--- config.mk ---
export PLATFORM = sky130hd
export DESIGN_NAME = exception_manager
export DESIGN_NICKNAME = d
export VERILOG_FILES = /design/src/hdl/core_pkg.sv /design/src/hdl/ldst_pkg.sv /design/src/hdl/sysreg_snapshot.sv /design/src/hdl/exception_sequencer.sv /design/src/hdl/ldst_port.sv /design/src/hdl/idt_loader.sv /design/src/hdl/exception_manager.sv
export SDC_FILE = /design/constraint.sdc
export NUM_CORES = 1
export LEC_CHECK = 0
export ABC_AREA = 1
export ABC_CLOCK_PERIOD_IN_PS = 8400
export BUFFER_PORTS_ARGS = -buffer_cell sky130_fd_sc_hd__buf_4
export CAP_MARGIN = 20
export CORE_ASPECT_RATIO = 1.4
export CORE_MARGIN = 5
export CORE_UTILIZATION = 31
export CTS_CLUSTER_SIZE = 28
export DETAILED_ROUTE_END_ITERATION = 8
export PLACE_DENSITY = 0.54
export RECOVER_POWER = 100
export SETUP_SLACK_MARGIN = 0.2
export SYNTH_ARGS = -nofsm -noshare
export SYNTH_HDL_FRONTEND = slang
export SYNTH_SLANG_ARGS = --single-unit
--- constraint.sdc ---
create_clock -name iCLOCK -period 8.4 [get_ports iCLOCK]
set_clock_uncertainty 0.15 [all_clocks]
set_input_delay 1.26 -clock iCLOCK [delete_from_list [all_inputs] [get_ports iCLOCK]]
set_output_delay 1.26 -clock iCLOCK [all_outputs]
set_load 0.01 [all_outputs]
--- src/hdl/core_pkg.sv ---
// Core state package with sequencer states, core modes, PSR fields and load/store ops
package core_pkg;

	typedef enum logic [2:0] {
		SEQ_IDLE,
		SEQ_JUMP,
		SEQ_IRQ_SET,
		SEQ_IRQ_RET,
		SEQ_IDT_SET
	} seq_state_t;

	// Substates, shared encoding for entry and return flows
	localparam int SUB_W = 2;
	localparam logic [SUB_W-1:0] SUB_SET_HANDLER = 2'd0;
	localparam logic [SUB_W-1:0] SUB_SET_USPR = 2'd1;
	localparam logic [SUB_W-1:0] SUB_SET_KSPR = 2'd2;
	localparam logic [SUB_W-1:0] SUB_SET_JUMP = 2'd3;
	localparam logic [SUB_W-1:0] SUB_RET_CHECK = 2'd0;
	localparam logic [SUB_W-1:0] SUB_RET_KSPR = 2'd1;
	localparam logic [SUB_W-1:0] SUB_RET_USPR = 2'd2;
	localparam logic [SUB_W-1:0] SUB_RET_JUMP = 2'd3;

	localparam logic [1:0] CORE_MODE_KERNEL = 2'b00;
	localparam logic [1:0] CORE_MODE_USER = 2'b10;
	localparam int PSR_IRQ_EN_BIT = 2;
	localparam int PSR_MODE_LSB = 5;

	// Sysreg write modes
	localparam logic [1:0] SRMODE_NONE = 2'd0;
	localparam logic [1:0] SRMODE_IRQ_SET = 2'd1;
	localparam logic [1:0] SRMODE_IRQ_CLR = 2'd2;

	typedef enum logic [1:0] {
		LDST_NONE,
		LDST_RD_HANDLER,
		LDST_WR_SPR,
		LDST_RD_SPR
	} ldst_op_t;

endpackage

--- src/hdl/ldst_pkg.sv ---
// Memory layout package for the interrupt descriptor table and task state table
package ldst_pkg;

	localparam int WORD_W = 32;

	// IDT geometry
	localparam int IDT_ENTRIES = 64;
	localparam int IDT_IDX_W = $clog2(IDT_ENTRIES);
	localparam logic [WORD_W-1:0] IDT_ENTRY_BYTES = 32'd8;
	localparam logic [WORD_W-1:0] IDT_HANDLER_OFS = 32'd4;

	// Task state table, one 256 byte entry per task id
	localparam int TST_TASK_ID_W = 14;
	localparam int TST_STRIDE_SHIFT = 8;
	localparam logic [WORD_W-1:0] TST_USPR_OFS = 32'd0;
	localparam logic [WORD_W-1:0] TST_KSPR_OFS = 32'd4;

	typedef struct packed {
		logic [13:0] rsvd_hi;
		logic [1:0] level;
		logic [13:0] rsvd_lo;
		logic mask;
		logic valid;
	} idt_cfg_t;

	// Config entry at offset 0, handler address at offset 4
	typedef union packed {
		idt_cfg_t cfg;
		logic [WORD_W-1:0] handler;
	} idt_word_u;

endpackage

--- src/hdl/sysreg_snapshot.sv ---
// System register snapshot, frozen while the sequencer is busy, with task slot addresses
`timescale 1ns/1ps

module sysreg_snapshot import core_pkg::*, ldst_pkg::*; (
	input logic iCLOCK,
	input logic inRESET,
	input logic idle,
	input logic [WORD_W-1:0] spr,
	input logic [WORD_W-1:0] tidr,
	input logic [WORD_W-1:0] tisr,
	input logic [WORD_W-1:0] psr,
	input logic [WORD_W-1:0] ppsr,
	input logic [WORD_W-1:0] ppcr,
	input logic [WORD_W-1:0] idtr,
	output logic [1:0] psr_mode,
	output logic [1:0] ppsr_mode,
	output logic [WORD_W-1:0] snap_spr,
	output logic [WORD_W-1:0] snap_ppcr,
	output logic [WORD_W-1:0] snap_idtr,
	output logic [WORD_W-1:0] uspr_addr,
	output logic [WORD_W-1:0] kspr_addr
);

	logic [WORD_W-1:0] task_base;

	// Entry of the current task in the task state table
	assign task_base = tisr + (WORD_W'(tidr[TST_TASK_ID_W-1:0]) << TST_STRIDE_SHIFT);

	always_ff @(posedge iCLOCK or negedge inRESET) begin
		if (!inRESET) begin
			psr_mode <= CORE_MODE_KERNEL;
			ppsr_mode <= CORE_MODE_KERNEL;
			snap_spr <= '0;
			snap_ppcr <= '0;
			snap_idtr <= '0;
			uspr_addr <= '0;
			kspr_addr <= '0;
		end else if (idle) begin
			psr_mode <= psr[PSR_MODE_LSB +: 2];
			ppsr_mode <= ppsr[PSR_MODE_LSB +: 2];
			snap_spr <= spr;
			snap_ppcr <= ppcr;
			snap_idtr <= idtr;
			uspr_addr <= task_base + TST_USPR_OFS;
			kspr_addr <= task_base + TST_KSPR_OFS;
		end
	end

endmodule

--- src/hdl/exception_sequencer.sv ---
// Exception sequencer FSM for jump, interrupt entry, interrupt return and IDT set
`timescale 1ns/1ps

module exception_sequencer import core_pkg::*, ldst_pkg::*; (
	input logic iCLOCK,
	input logic inRESET,
	input logic exc_jump,
	input logic [WORD_W-1:0] exc_jump_addr,
	input logic exc_irq_req,
	input logic [6:0] exc_irq_num,
	input logic [WORD_W-1:0] exc_irq_fi0r,
	input logic exc_ib,
	input logic exc_idts,
	input logic irq_lock,
	input logic [WORD_W-1:0] psr,
	input logic [WORD_W-1:0] pcr,
	input logic [1:0] psr_mode,
	input logic [1:0] ppsr_mode,
	input logic [WORD_W-1:0] snap_spr,
	input logic [WORD_W-1:0] snap_ppcr,
	output ldst_op_t op,
	output logic [6:0] irq_num,
	output logic [WORD_W-1:0] wdata,
	input logic done,
	input logic [WORD_W-1:0] rdata,
	output logic idt_start,
	input logic idt_done,
	output logic idle,
	output logic pc_set,
	output logic [WORD_W-1:0] pc,
	output logic ppcr_set,
	output logic [WORD_W-1:0] ppcr_out,
	output logic fi0r_set,
	output logic [WORD_W-1:0] fi0r,
	output logic set_irq_mode,
	output logic clr_irq_mode,
	output logic spr_write,
	output logic [WORD_W-1:0] spr_out,
	output logic pipeline_flush,
	output logic pipeline_stop,
	output logic irq_ack,
	output logic ldst_use
);

	seq_state_t state_q;
	logic [SUB_W-1:0] sub_q;
	ldst_op_t op_q;
	logic [1:0] srmode_q;
	logic pc_set_q;
	logic ppcr_set_q;
	logic fi0r_set_q;
	logic spr_write_q;
	logic flush_q;
	logic ack_q;
	logic idt_start_q;
	logic [WORD_W-1:0] pc_q;
	logic [WORD_W-1:0] ppcr_q;
	logic [WORD_W-1:0] fi0r_q;
	logic [WORD_W-1:0] spr_out_q;
	logic [6:0] irq_num_q;
	logic irq_ok;

	assign irq_ok = exc_irq_req && !irq_lock && psr[PSR_IRQ_EN_BIT];
	assign idle = (state_q == SEQ_IDLE);

	always_ff @(posedge iCLOCK or negedge inRESET) begin
		if (!inRESET) begin
			state_q <= SEQ_IDLE;
			sub_q <= '0;
			op_q <= LDST_NONE;
			srmode_q <= SRMODE_NONE;
			pc_set_q <= 1'b0;
			ppcr_set_q <= 1'b0;
			fi0r_set_q <= 1'b0;
			spr_write_q <= 1'b0;
			flush_q <= 1'b0;
			ack_q <= 1'b0;
			idt_start_q <= 1'b0;
		end else begin
			// Every strobe lasts one cycle
			op_q <= LDST_NONE;
			srmode_q <= SRMODE_NONE;
			pc_set_q <= 1'b0;
			ppcr_set_q <= 1'b0;
			fi0r_set_q <= 1'b0;
			spr_write_q <= 1'b0;
			flush_q <= 1'b0;
			ack_q <= 1'b0;
			idt_start_q <= 1'b0;
			case (state_q)
				SEQ_IDLE: begin
					sub_q <= '0;
					if (exc_jump) begin
						state_q <= SEQ_JUMP;
						flush_q <= 1'b1;
					end else if (irq_ok) begin
						state_q <= SEQ_IRQ_SET;
						flush_q <= 1'b1;
						ppcr_set_q <= 1'b1;
						srmode_q <= SRMODE_IRQ_SET;
						op_q <= LDST_RD_HANDLER;
					end else if (exc_idts) begin
						state_q <= SEQ_IDT_SET;
						flush_q <= 1'b1;
						idt_start_q <= 1'b1;
					end else if (exc_ib) begin
						state_q <= SEQ_IRQ_RET;
						flush_q <= 1'b1;
					end
				end
				SEQ_JUMP: begin
					pc_set_q <= 1'b1;
					state_q <= SEQ_IDLE;
				end
				SEQ_IRQ_SET: begin
					case (sub_q)
						SUB_SET_HANDLER: begin
							if (done) begin
								// Kernel code keeps its stack
								if (psr_mode == CORE_MODE_KERNEL) begin
									sub_q <= SUB_SET_JUMP;
								end else begin
									op_q <= LDST_WR_SPR;
									sub_q <= SUB_SET_USPR;
								end
							end
						end
						SUB_SET_USPR: begin
							if (done) begin
								op_q <= LDST_RD_SPR;
								sub_q <= SUB_SET_KSPR;
							end
						end
						SUB_SET_KSPR: begin
							if (done) begin
								spr_write_q <= 1'b1;
								sub_q <= SUB_SET_JUMP;
							end
						end
						SUB_SET_JUMP: begin
							pc_set_q <= 1'b1;
							ack_q <= 1'b1;
							fi0r_set_q <= 1'b1;
							state_q <= SEQ_IDLE;
						end
					endcase
				end
				SEQ_IRQ_RET: begin
					case (sub_q)
						SUB_RET_CHECK: begin
							if (ppsr_mode == CORE_MODE_USER) begin
								op_q <= LDST_WR_SPR;
								sub_q <= SUB_RET_KSPR;
							end else begin
								sub_q <= SUB_RET_JUMP;
							end
						end
						SUB_RET_KSPR: begin
							if (done) begin
								op_q <= LDST_RD_SPR;
								sub_q <= SUB_RET_USPR;
							end
						end
						SUB_RET_USPR: begin
							if (done) begin
								spr_write_q <= 1'b1;
								sub_q <= SUB_RET_JUMP;
							end
						end
						SUB_RET_JUMP: begin
							pc_set_q <= 1'b1;
							srmode_q <= SRMODE_IRQ_CLR;
							state_q <= SEQ_IDLE;
						end
					endcase
				end
				SEQ_IDT_SET: begin
					if (idt_done) begin
						pc_set_q <= 1'b1;
						state_q <= SEQ_IDLE;
					end
				end
				default: state_q <= SEQ_IDLE;
			endcase
		end
	end

	// Event data is captured while idle and held through the flow
	always_ff @(posedge iCLOCK) begin
		if (idle) begin
			pc_q <= exc_jump_addr;
			ppcr_q <= pcr;
			fi0r_q <= exc_irq_fi0r;
			irq_num_q <= exc_irq_num;
		end else if (state_q == SEQ_IRQ_SET && sub_q == SUB_SET_HANDLER && done) begin
			pc_q <= rdata;
		end else if (state_q == SEQ_IRQ_RET && sub_q == SUB_RET_CHECK) begin
			pc_q <= snap_ppcr;
		end
		if (done) begin
			spr_out_q <= rdata;
		end
	end

	assign op = op_q;
	assign irq_num = irq_num_q;
	assign wdata = snap_spr;
	assign idt_start = idt_start_q;
	assign pc_set = pc_set_q;
	assign pc = pc_q;
	assign ppcr_set = ppcr_set_q;
	assign ppcr_out = ppcr_q;
	assign fi0r_set = fi0r_set_q;
	assign fi0r = fi0r_q;
	assign set_irq_mode = (srmode_q == SRMODE_IRQ_SET);
	assign clr_irq_mode = (srmode_q == SRMODE_IRQ_CLR);
	assign spr_write = spr_write_q;
	assign spr_out = spr_out_q;
	assign pipeline_flush = flush_q;
	assign irq_ack = ack_q;
	assign ldst_use = !idle;
	// Hold the pipeline as soon as an interrupt wins arbitration
	assign pipeline_stop = !idle || (!exc_jump && irq_ok);

endmodule

--- src/hdl/ldst_port.sv ---
// Single-word load/store engine serving one sequencer step at a time
`timescale 1ns/1ps

module ldst_port import core_pkg::*, ldst_pkg::*; (
	input logic iCLOCK,
	input logic inRESET,
	input ldst_op_t op,
	input logic [6:0] irq_num,
	input logic [WORD_W-1:0] wdata,
	input logic [WORD_W-1:0] idtr,
	input logic [WORD_W-1:0] uspr_addr,
	input logic [WORD_W-1:0] kspr_addr,
	output logic done,
	output logic [WORD_W-1:0] rdata,
	output logic req,
	output logic rw,
	output logic [WORD_W-1:0] addr,
	output logic [WORD_W-1:0] ldst_wdata,
	input logic ldst_busy,
	input logic ldst_valid,
	input logic [WORD_W-1:0] ldst_rdata
);

	ldst_op_t op_q;
	logic pend_q;
	logic wait_q;
	logic done_q;
	logic chain_q;
	logic wr_user_q;
	logic take_op;
	logic [WORD_W-1:0] op_addr;
	logic [WORD_W-1:0] addr_q;
	logic [WORD_W-1:0] wdata_q;
	logic [WORD_W-1:0] rdata_q;
	idt_word_u ret_word;

	assign take_op = (op != LDST_NONE) && !pend_q && !wait_q;
	assign ret_word = ldst_rdata;

	// Entry chains its SPR write straight off the handler read,
	// so a write right after a handler read goes to the user slot
	always_comb begin
		case (op)
			LDST_RD_HANDLER:
				op_addr = idtr + WORD_W'(irq_num) * IDT_ENTRY_BYTES + IDT_HANDLER_OFS;
			LDST_WR_SPR: op_addr = chain_q ? uspr_addr : kspr_addr;
			LDST_RD_SPR: op_addr = wr_user_q ? kspr_addr : uspr_addr;
			default: op_addr = idtr;
		endcase
	end

	always_ff @(posedge iCLOCK or negedge inRESET) begin
		if (!inRESET) begin
			op_q <= LDST_NONE;
			pend_q <= 1'b0;
			wait_q <= 1'b0;
			done_q <= 1'b0;
			chain_q <= 1'b0;
			wr_user_q <= 1'b0;
		end else begin
			done_q <= 1'b0;
			chain_q <= done_q && (op_q == LDST_RD_HANDLER);
			if (take_op) begin
				op_q <= op;
				pend_q <= 1'b1;
				if (op == LDST_WR_SPR) begin
					wr_user_q <= chain_q;
				end
			end else begin
				if (req) begin
					pend_q <= 1'b0;
					wait_q <= 1'b1;
				end
				if (wait_q && ldst_valid) begin
					wait_q <= 1'b0;
					done_q <= 1'b1;
				end
			end
		end
	end

	always_ff @(posedge iCLOCK) begin
		if (take_op) begin
			addr_q <= op_addr;
			wdata_q <= wdata;
		end
		if (wait_q && ldst_valid) begin
			// The handler view spans the whole word and serves every read
			rdata_q <= ret_word.handler;
		end
	end

	assign req = pend_q && !ldst_busy;
	assign rw = (op_q == LDST_WR_SPR);
	assign addr = addr_q;
	assign ldst_wdata = wdata_q;
	assign done = done_q;
	assign rdata = rdata_q;

endmodule

--- src/hdl/idt_loader.sv ---
// Pipelined IDT sweep loading all 64 entries into the interrupt configuration table
`timescale 1ns/1ps

module idt_loader import ldst_pkg::*; (
	input logic iCLOCK,
	input logic inRESET,
	input logic start,
	input logic [WORD_W-1:0] idtr,
	output logic req,
	output logic [WORD_W-1:0] addr,
	input logic ldst_busy,
	input logic ldst_valid,
	input logic [WORD_W-1:0] ldst_rdata,
	output logic done,
	output logic ict_write,
	output logic [IDT_IDX_W-1:0] ict_entry,
	output logic ict_mask,
	output logic ict_valid,
	output logic [1:0] ict_level
);

	logic active_q;
	logic write_q;
	logic done_q;
	// Issue count has one extra bit, set once every read is out
	logic [IDT_IDX_W:0] issue_q;
	logic [IDT_IDX_W-1:0] ret_q;
	logic [IDT_IDX_W-1:0] entry_q;
	idt_word_u word_q;

	assign req = active_q && !issue_q[IDT_IDX_W] && !ldst_busy;
	assign addr = idtr + WORD_W'(issue_q[IDT_IDX_W-1:0]) * IDT_ENTRY_BYTES;

	always_ff @(posedge iCLOCK or negedge inRESET) begin
		if (!inRESET) begin
			active_q <= 1'b0;
			write_q <= 1'b0;
			done_q <= 1'b0;
			issue_q <= '0;
			ret_q <= '0;
		end else begin
			write_q <= 1'b0;
			done_q <= 1'b0;
			if (start) begin
				active_q <= 1'b1;
				issue_q <= '0;
				ret_q <= '0;
			end else if (active_q) begin
				if (req) begin
					issue_q <= issue_q + 1'b1;
				end
				// Returns come back in order
				if (ldst_valid) begin
					ret_q <= ret_q + 1'b1;
					write_q <= 1'b1;
					if (ret_q == IDT_IDX_W'(IDT_ENTRIES - 1)) begin
						active_q <= 1'b0;
						done_q <= 1'b1;
					end
				end
			end
		end
	end

	always_ff @(posedge iCLOCK) begin
		if (active_q && ldst_valid) begin
			word_q <= ldst_rdata;
			entry_q <= ret_q;
		end
	end

	assign done = done_q;
	assign ict_write = write_q;
	assign ict_entry = entry_q;
	assign ict_mask = word_q.cfg.mask;
	assign ict_valid = word_q.cfg.valid;
	assign ict_level = word_q.cfg.level;

endmodule

--- src/hdl/exception_manager.sv ---
// Exception manager top, joining the snapshot, sequencer and both memory engines
`timescale 1ns/1ps

module exception_manager import core_pkg::*, ldst_pkg::*; (
	input logic iCLOCK,
	input logic inRESET,
	// Core events
	input logic exc_jump,
	input logic [WORD_W-1:0] exc_jump_addr,
	input logic exc_irq_req,
	input logic [6:0] exc_irq_num,
	input logic [WORD_W-1:0] exc_irq_fi0r,
	input logic exc_ib,
	input logic exc_idts,
	input logic irq_lock,
	// System registers
	input logic [WORD_W-1:0] spr,
	input logic [WORD_W-1:0] tidr,
	input logic [WORD_W-1:0] tisr,
	input logic [WORD_W-1:0] psr,
	input logic [WORD_W-1:0] ppsr,
	input logic [WORD_W-1:0] pcr,
	input logic [WORD_W-1:0] ppcr,
	input logic [WORD_W-1:0] idtr,
	// Core control
	output logic pc_set,
	output logic [WORD_W-1:0] pc,
	output logic ppcr_set,
	output logic [WORD_W-1:0] ppcr_out,
	output logic fi0r_set,
	output logic [WORD_W-1:0] fi0r,
	output logic set_irq_mode,
	output logic clr_irq_mode,
	output logic spr_write,
	output logic [WORD_W-1:0] spr_out,
	output logic pipeline_flush,
	output logic pipeline_stop,
	output logic irq_ack,
	// Interrupt configuration table
	output logic ict_write,
	output logic [IDT_IDX_W-1:0] ict_entry,
	output logic ict_mask,
	output logic ict_valid,
	output logic [1:0] ict_level,
	// Load/store port
	output logic ldst_use,
	output logic ldst_req,
	output logic ldst_rw,
	output logic [WORD_W-1:0] ldst_addr,
	output logic [WORD_W-1:0] ldst_wdata,
	input logic ldst_busy,
	input logic ldst_valid,
	input logic [WORD_W-1:0] ldst_rdata
);

	logic idle;
	logic [1:0] psr_mode;
	logic [1:0] ppsr_mode;
	logic [WORD_W-1:0] snap_spr;
	logic [WORD_W-1:0] snap_ppcr;
	logic [WORD_W-1:0] snap_idtr;
	logic [WORD_W-1:0] uspr_addr;
	logic [WORD_W-1:0] kspr_addr;
	ldst_op_t op;
	logic [6:0] irq_num;
	logic [WORD_W-1:0] seq_wdata;
	logic lp_done;
	logic [WORD_W-1:0] lp_rdata;
	logic lp_req;
	logic lp_rw;
	logic [WORD_W-1:0] lp_addr;
	logic idt_start;
	logic idt_done;
	logic il_req;
	logic [WORD_W-1:0] il_addr;

	sysreg_snapshot u_snapshot (
		.iCLOCK(iCLOCK), .inRESET(inRESET), .idle(idle),
		.spr(spr), .tidr(tidr), .tisr(tisr), .psr(psr), .ppsr(ppsr),
		.ppcr(ppcr), .idtr(idtr),
		.psr_mode(psr_mode), .ppsr_mode(ppsr_mode),
		.snap_spr(snap_spr), .snap_ppcr(snap_ppcr), .snap_idtr(snap_idtr),
		.uspr_addr(uspr_addr), .kspr_addr(kspr_addr)
	);

	exception_sequencer u_sequencer (
		.iCLOCK(iCLOCK), .inRESET(inRESET),
		.exc_jump(exc_jump), .exc_jump_addr(exc_jump_addr),
		.exc_irq_req(exc_irq_req), .exc_irq_num(exc_irq_num),
		.exc_irq_fi0r(exc_irq_fi0r), .exc_ib(exc_ib), .exc_idts(exc_idts),
		.irq_lock(irq_lock), .psr(psr), .pcr(pcr),
		.psr_mode(psr_mode), .ppsr_mode(ppsr_mode),
		.snap_spr(snap_spr), .snap_ppcr(snap_ppcr),
		.op(op), .irq_num(irq_num), .wdata(seq_wdata),
		.done(lp_done), .rdata(lp_rdata),
		.idt_start(idt_start), .idt_done(idt_done), .idle(idle),
		.pc_set(pc_set), .pc(pc), .ppcr_set(ppcr_set), .ppcr_out(ppcr_out),
		.fi0r_set(fi0r_set), .fi0r(fi0r),
		.set_irq_mode(set_irq_mode), .clr_irq_mode(clr_irq_mode),
		.spr_write(spr_write), .spr_out(spr_out),
		.pipeline_flush(pipeline_flush), .pipeline_stop(pipeline_stop),
		.irq_ack(irq_ack), .ldst_use(ldst_use)
	);

	ldst_port u_ldst_port (
		.iCLOCK(iCLOCK), .inRESET(inRESET),
		.op(op), .irq_num(irq_num), .wdata(seq_wdata),
		.idtr(snap_idtr), .uspr_addr(uspr_addr), .kspr_addr(kspr_addr),
		.done(lp_done), .rdata(lp_rdata),
		.req(lp_req), .rw(lp_rw), .addr(lp_addr), .ldst_wdata(ldst_wdata),
		.ldst_busy(ldst_busy), .ldst_valid(ldst_valid), .ldst_rdata(ldst_rdata)
	);

	idt_loader u_idt_loader (
		.iCLOCK(iCLOCK), .inRESET(inRESET),
		.start(idt_start), .idtr(snap_idtr),
		.req(il_req), .addr(il_addr),
		.ldst_busy(ldst_busy), .ldst_valid(ldst_valid), .ldst_rdata(ldst_rdata),
		.done(idt_done), .ict_write(ict_write), .ict_entry(ict_entry),
		.ict_mask(ict_mask), .ict_valid(ict_valid), .ict_level(ict_level)
	);

	// The two engines never run together
	assign ldst_req = lp_req | il_req;
	assign ldst_addr = il_req ? il_addr : lp_addr;
	assign ldst_rw = lp_req & lp_rw;

endmodule

==> tab_implementation.tex <==
\begin{tabular}{lr}
\hline
Metric & Value \\
\hline
\multicolumn{2}{l}{\textbf{Run status}} \\
\quad Violations in the final reports & max-capacitance violations, max-slew violations \\
\quad Outcome & finished, violations left \\
\multicolumn{2}{l}{\textbf{STA}} \\
\quad Final-layout worst hold slack & 284 ps \\
\quad Final sum of negative setup slack & 0 ps \\
\quad Post-route setup slack & 2180 ps \\
\quad Share of the clock period used by the worst path after layout & 0.741 \\
\quad Slew Limit Headroom & -2.14 \\
\quad Setup repair after global routing missed its margin & no \\
\quad Measured slew at the worst slew-check pin & 4700 ps \\
\quad Setup Viol. Count Final & 0 \\
\quad Max frequency & 0.161 GHz \\
\quad Minimum period implied by the final worst setup slack & 6220 ps \\
\quad Number of max-slew violations in the final report & 608 \\
\quad Total count of hold-check failures in the final report & 0 \\
\multicolumn{2}{l}{\textbf{Floorplan}} \\
\quad Number of ports placed on the die boundary & 583 \\
\quad Number of placement rows & 112 \\
\quad Area of the core & 0.0667 sq mm \\
\quad Y dimension of the die & 317 microns \\
\quad Die area & 0.0726 sq mm \\
\quad Chip width & 229 microns \\
\quad Starting density of the core & 0.312 \\
\multicolumn{2}{l}{\textbf{Logic synthesis}} \\
\quad Ys flop type & edfxtp\_1 \\
\quad Number of distinct library cells after synthesis & 51 \\
\quad Summed instance area of the synthesized netlist & 0.0208 sq mm \\
\quad Synth Warn \# & 0 \\
\quad Syn nets & 2682 \\
\quad Most numerous cell types in the synthesized netlist & nand2\_1 (709), edfxtp\_1 (241), dfrtp\_1 (199), inv\_1 (199), nor2\_1 (160) \\
\quad Adder and majority gate portion of the synthesized area & 0.0233 \\
\quad Number of synthesized flops with an enable pin & 241 \\
\quad Sequential cell area fraction in the yosys report & 0.586 \\
\quad Top cell type by total area after synthesis & edfxtp\_1 \\
\quad Top cell type's share of synthesized area & 0.347 \\
\quad Compound-cell area share of the yosys netlist & 0.0945 \\
\quad Combinational family with the most area after synthesis & simple AND/OR/NAND/NOR gates \\
\quad \#FFs+latches synth & 440 \\
\quad Share of cell area taken by muxes after synthesis & 0.000480 \\
\quad Post-synthesis average cell area & 9.15 sq um \\
\quad Share of flip-flops with an asynchronous set or reset after synthesis & 0.452 \\
\quad Post-synthesis share of cell area spent on xor and xnor gates & 0.0113 \\
\quad Simple-gate share of the synthesized area & 0.232 \\
\quad Top-count cell post-synth & nand2\_1 \\
\quad Mapped Cells & 2277 \\
\quad Cell types with the largest area share after synthesis & edfxtp\_1 (35\%), dfrtp\_1 (24\%), nand2\_1 (13\%), inv\_1 (3.6\%), a21oi\_1 (3.4\%) \\
\multicolumn{2}{l}{\textbf{Placement}} \\
\quad Placed Area & 0.0256 sq mm \\
\quad Post-Place Worst Slack & 3960 ps \\
\quad Port buffer count & 505 \\
\quad Placer congestion estimate & 0.882 \\
\quad HPWL Detailed & 57500 microns \\
\multicolumn{2}{l}{\textbf{Worst hold path}} \\
\quad Worst Hold Launch & u\_snapshot.snap\_spr[30] \\
\quad Tightest Hold Check Type & flip-flop to flip-flop \\
\quad Worst hold stages & 0 \\
\quad Hold Path End & u\_ldst\_port.ldst\_wdata[30] \\
\multicolumn{2}{l}{\textbf{Worst setup path}} \\
\quad Setup slack of the most critical reg-to-reg path & 2180 ps \\
\quad Launch instance of the worst register-to-register path & u\_sequencer.state\_q[2] \\
\quad Worst endpoint required time & 8580 ps \\
\quad Slowest stage cell on the critical path & clkinvlp\_2 \\
\quad Reg2Reg Depth & 7 \\
\quad Cell Chain, Critical Path & inv\_1 -> nand2\_4 -> clkinvlp\_2 -> buf\_4 -> clkbuf\_2 -> a21oi\_1 -> a21oi\_1 \\
\quad Top cell by count, worst path & a21oi\_1 \\
\quad Critical Path Sink Type & flip-flop \\
\quad Crit path buf inv count & 4 \\
\quad Arrival @ worst endpoint & 6400 ps \\
\quad Largest stage delay on the critical path & 1960 ps \\
\quad Largest fanout on the critical path & 84 \\
\quad Path type of the worst setup path & flip-flop to flip-flop \\
\quad Reg-to-Reg End & u\_sequencer.pc[13] \\
\quad Crit start category & flip-flop \\
\quad Kind of cell with the highest combined delay on the critical path & buffers and inverters \\
\multicolumn{2}{l}{\textbf{Routing}} \\
\quad DR WL/cell & 20.7 microns \\
\quad Vias post-DR & 17975 \\
\quad Ratio of routed vias to standard cells & 4.88 \\
\quad Aggregate routed wire length & 76200 microns \\
\quad Final antenna-violating net count & 0 \\
\quad Initial DRC count & 1072 \\
\quad Post-route DRC violation count & 0 \\
\quad First-pass detailed-route iteration total & 5 \\
\multicolumn{2}{l}{\textbf{CTS}} \\
\quad Total CTS buffers & 48 \\
\quad Clock H-tree levels & 2 \\
\quad CTS resizes & 0 \\
\quad Root cell of the clock tree & clkbuf\_16 \\
\quad Post-CTS Repair Setup Buffers & 0 \\
\quad Quantity of hold-fixing buffers added after cts & 0 \\
\quad Clock latency at the later pin of the worst-skew pair & 600 ps \\
\quad Total number of clock tree sinks & 440 \\
\quad Clock Pin Slew Worst Setup and Hold Paths & 60 ps \\
\quad Deepest clock path buffer count & 3 \\
\quad Clock tree from TritonCTS & yes \\
\multicolumn{2}{l}{\textbf{Global routing}} \\
\quad First-pass GRT wire length & 112000 microns \\
\quad Number of antenna violations at the first check in global routing & 18 \\
\quad Total global routing track utilization & 0.199 \\
\quad Overall overflow remaining after global route & 0 \\
\quad Pin count of the biggest net entering global routing & 85 \\
\quad Via count of the first global-routing pass & 18280 \\
\multicolumn{2}{l}{\textbf{Layout}} \\
\quad Area added between synthesis and finish & 26.2\% \\
\quad FF/Latch Area & 0.0122 sq mm \\
\quad Final-layout fill cell count & 6915 \\
\quad Fraction of layout instances using a drive strength above 1 & 0.158 \\
\quad Multi-input gate area in the final layout & 0.00753 sq mm \\
\quad Final std cell area, no fill & 0.0263 sq mm \\
\quad Total number of nets in the final design & 3181 \\
\multicolumn{2}{l}{\textbf{Power}} \\
\quad Static leakage & 11.5 nW \\
\quad Power density over cell area & 351 mW/mm\^{}2 \\
\quad Maximum vdd drop & 284 uV \\
\quad Overall Power & 9.23 mW \\
\multicolumn{2}{l}{\textbf{Job}} \\
\quad Number of violations of the max-capacitance limit & 12 \\
\hline
\end{tabular}
report_power, final:
group | switching, mW | leakage, nW | internal [mW]
registers | 0.524 | 4.71 | 3.31
logic | 2.26 | 6.01 | 1.04
clock network | 0.926 | 0.766 | 1.17
per-stage QoR:
stage | utilization | cells
floorplan | - | 2277
global placement | 0.384 | 3579
detailed placement | 0.384 | 3580
CTS | 0.407 | 3670
global route | 0.394 | 3682
finish | 0.394 | 3686
logic make-up after synthesis:
logic type / after synthesis
adder cells (fa/ha/maj): 37
AO/OA/AOI/OAI: 352
flip-flops: 440
buffers and inverters: 286
XOR/XNOR: 27
AND/OR/NAND/NOR: 1134
multiplexers: 1
layer usage:
metal | global-route usage | share of wire | up-vias
li1 | - | - | 8637
met1 | 0.231 | 0.38 | 8653
met2 | 0.360 | 0.52 | 543
met3 | 0.0394 | 0.055 | 134
met4 | 0.0838 | 0.037 | 8
met5 | 0 | 0.00079 | -
worst max path at each step:
stage / startpoint / end / slack [ps] / depth (start not counted)
floorplan: u_sequencer.op[1] / u_ldst_port.wr_user_q / 2410 / 5
global placement: ldst_busy / ldst_addr[19] / 3980 / 7
detailed placement: ldst_busy / ldst_addr[30] / 3960 / 7
CTS: u_snapshot.snap_idtr[7] / ldst_addr[30] / 3380 / 9
global route: u_sequencer.op[1] / u_ldst_port.wr_user_q / 1540 / 6
finish: u_sequencer.state_q[2] / u_sequencer.pc[13] / 2180 / 7
layout make-up:
| class | count | share of cell area |
|---|---|---|
| flip-flops and latches | 440 | 0.464 |
| clock buffers | 60 | 0.0489 |
| multi-input cells | 1551 | 0.286 |
| well taps | 855 | 0.0407 |
| diodes | 15 | 0.00143 |
| clock inverters | 30 | 0.0102 |
| inverters | 210 | 0.0300 |
| repair buffers | 525 | 0.118 |
cells in the final DEF (no fill, tap or decap), types with 29 or more instances in the layout:
cell | Yosys | final
inv_1 | 199 | 199
buf_4 | 1 | 200
ha_1 | 34 | 34
o21ai_0 | 133 | 138
clkbuf_1 | 64 | 234
edfxtp_1 | 241 | 241
nand2_1 | 709 | 708
nor2_1 | 160 | 164
dfrtp_1 | 199 | 199
a21oi_1 | 140 | 140
nor3_1 | 28 | 29
clkbuf_16 | 0 | 48
clkbuf_4 | 0 | 97
nand3_1 | 129 | 129
flip-flops by register name, summed over array words and instances, names as in the netlist, 3 cells and up:
name	cells
u_sequencer.state_q	3
u_idt_loader.issue_q	7
u_sequencer.spr_out	32
u_sequencer.irq_num	7
u_ldst_port.ldst_wdata	32
u_ldst_port.addr	32
u_sequencer.ppcr_out	32
u_snapshot.kspr_addr	32
u_sequencer.fi0r	32
u_idt_loader.ict_entry	6
u_ldst_port.rdata	32
u_idt_loader.ret_q	6
u_snapshot.snap_spr	32
u_snapshot.snap_idtr	32
u_snapshot.snap_ppcr	32
u_sequencer.pc	32
u_snapshot.uspr_addr	30
u_idt_loader.word_q	4
Note: power is estimated with default switching activity, not from simulation.
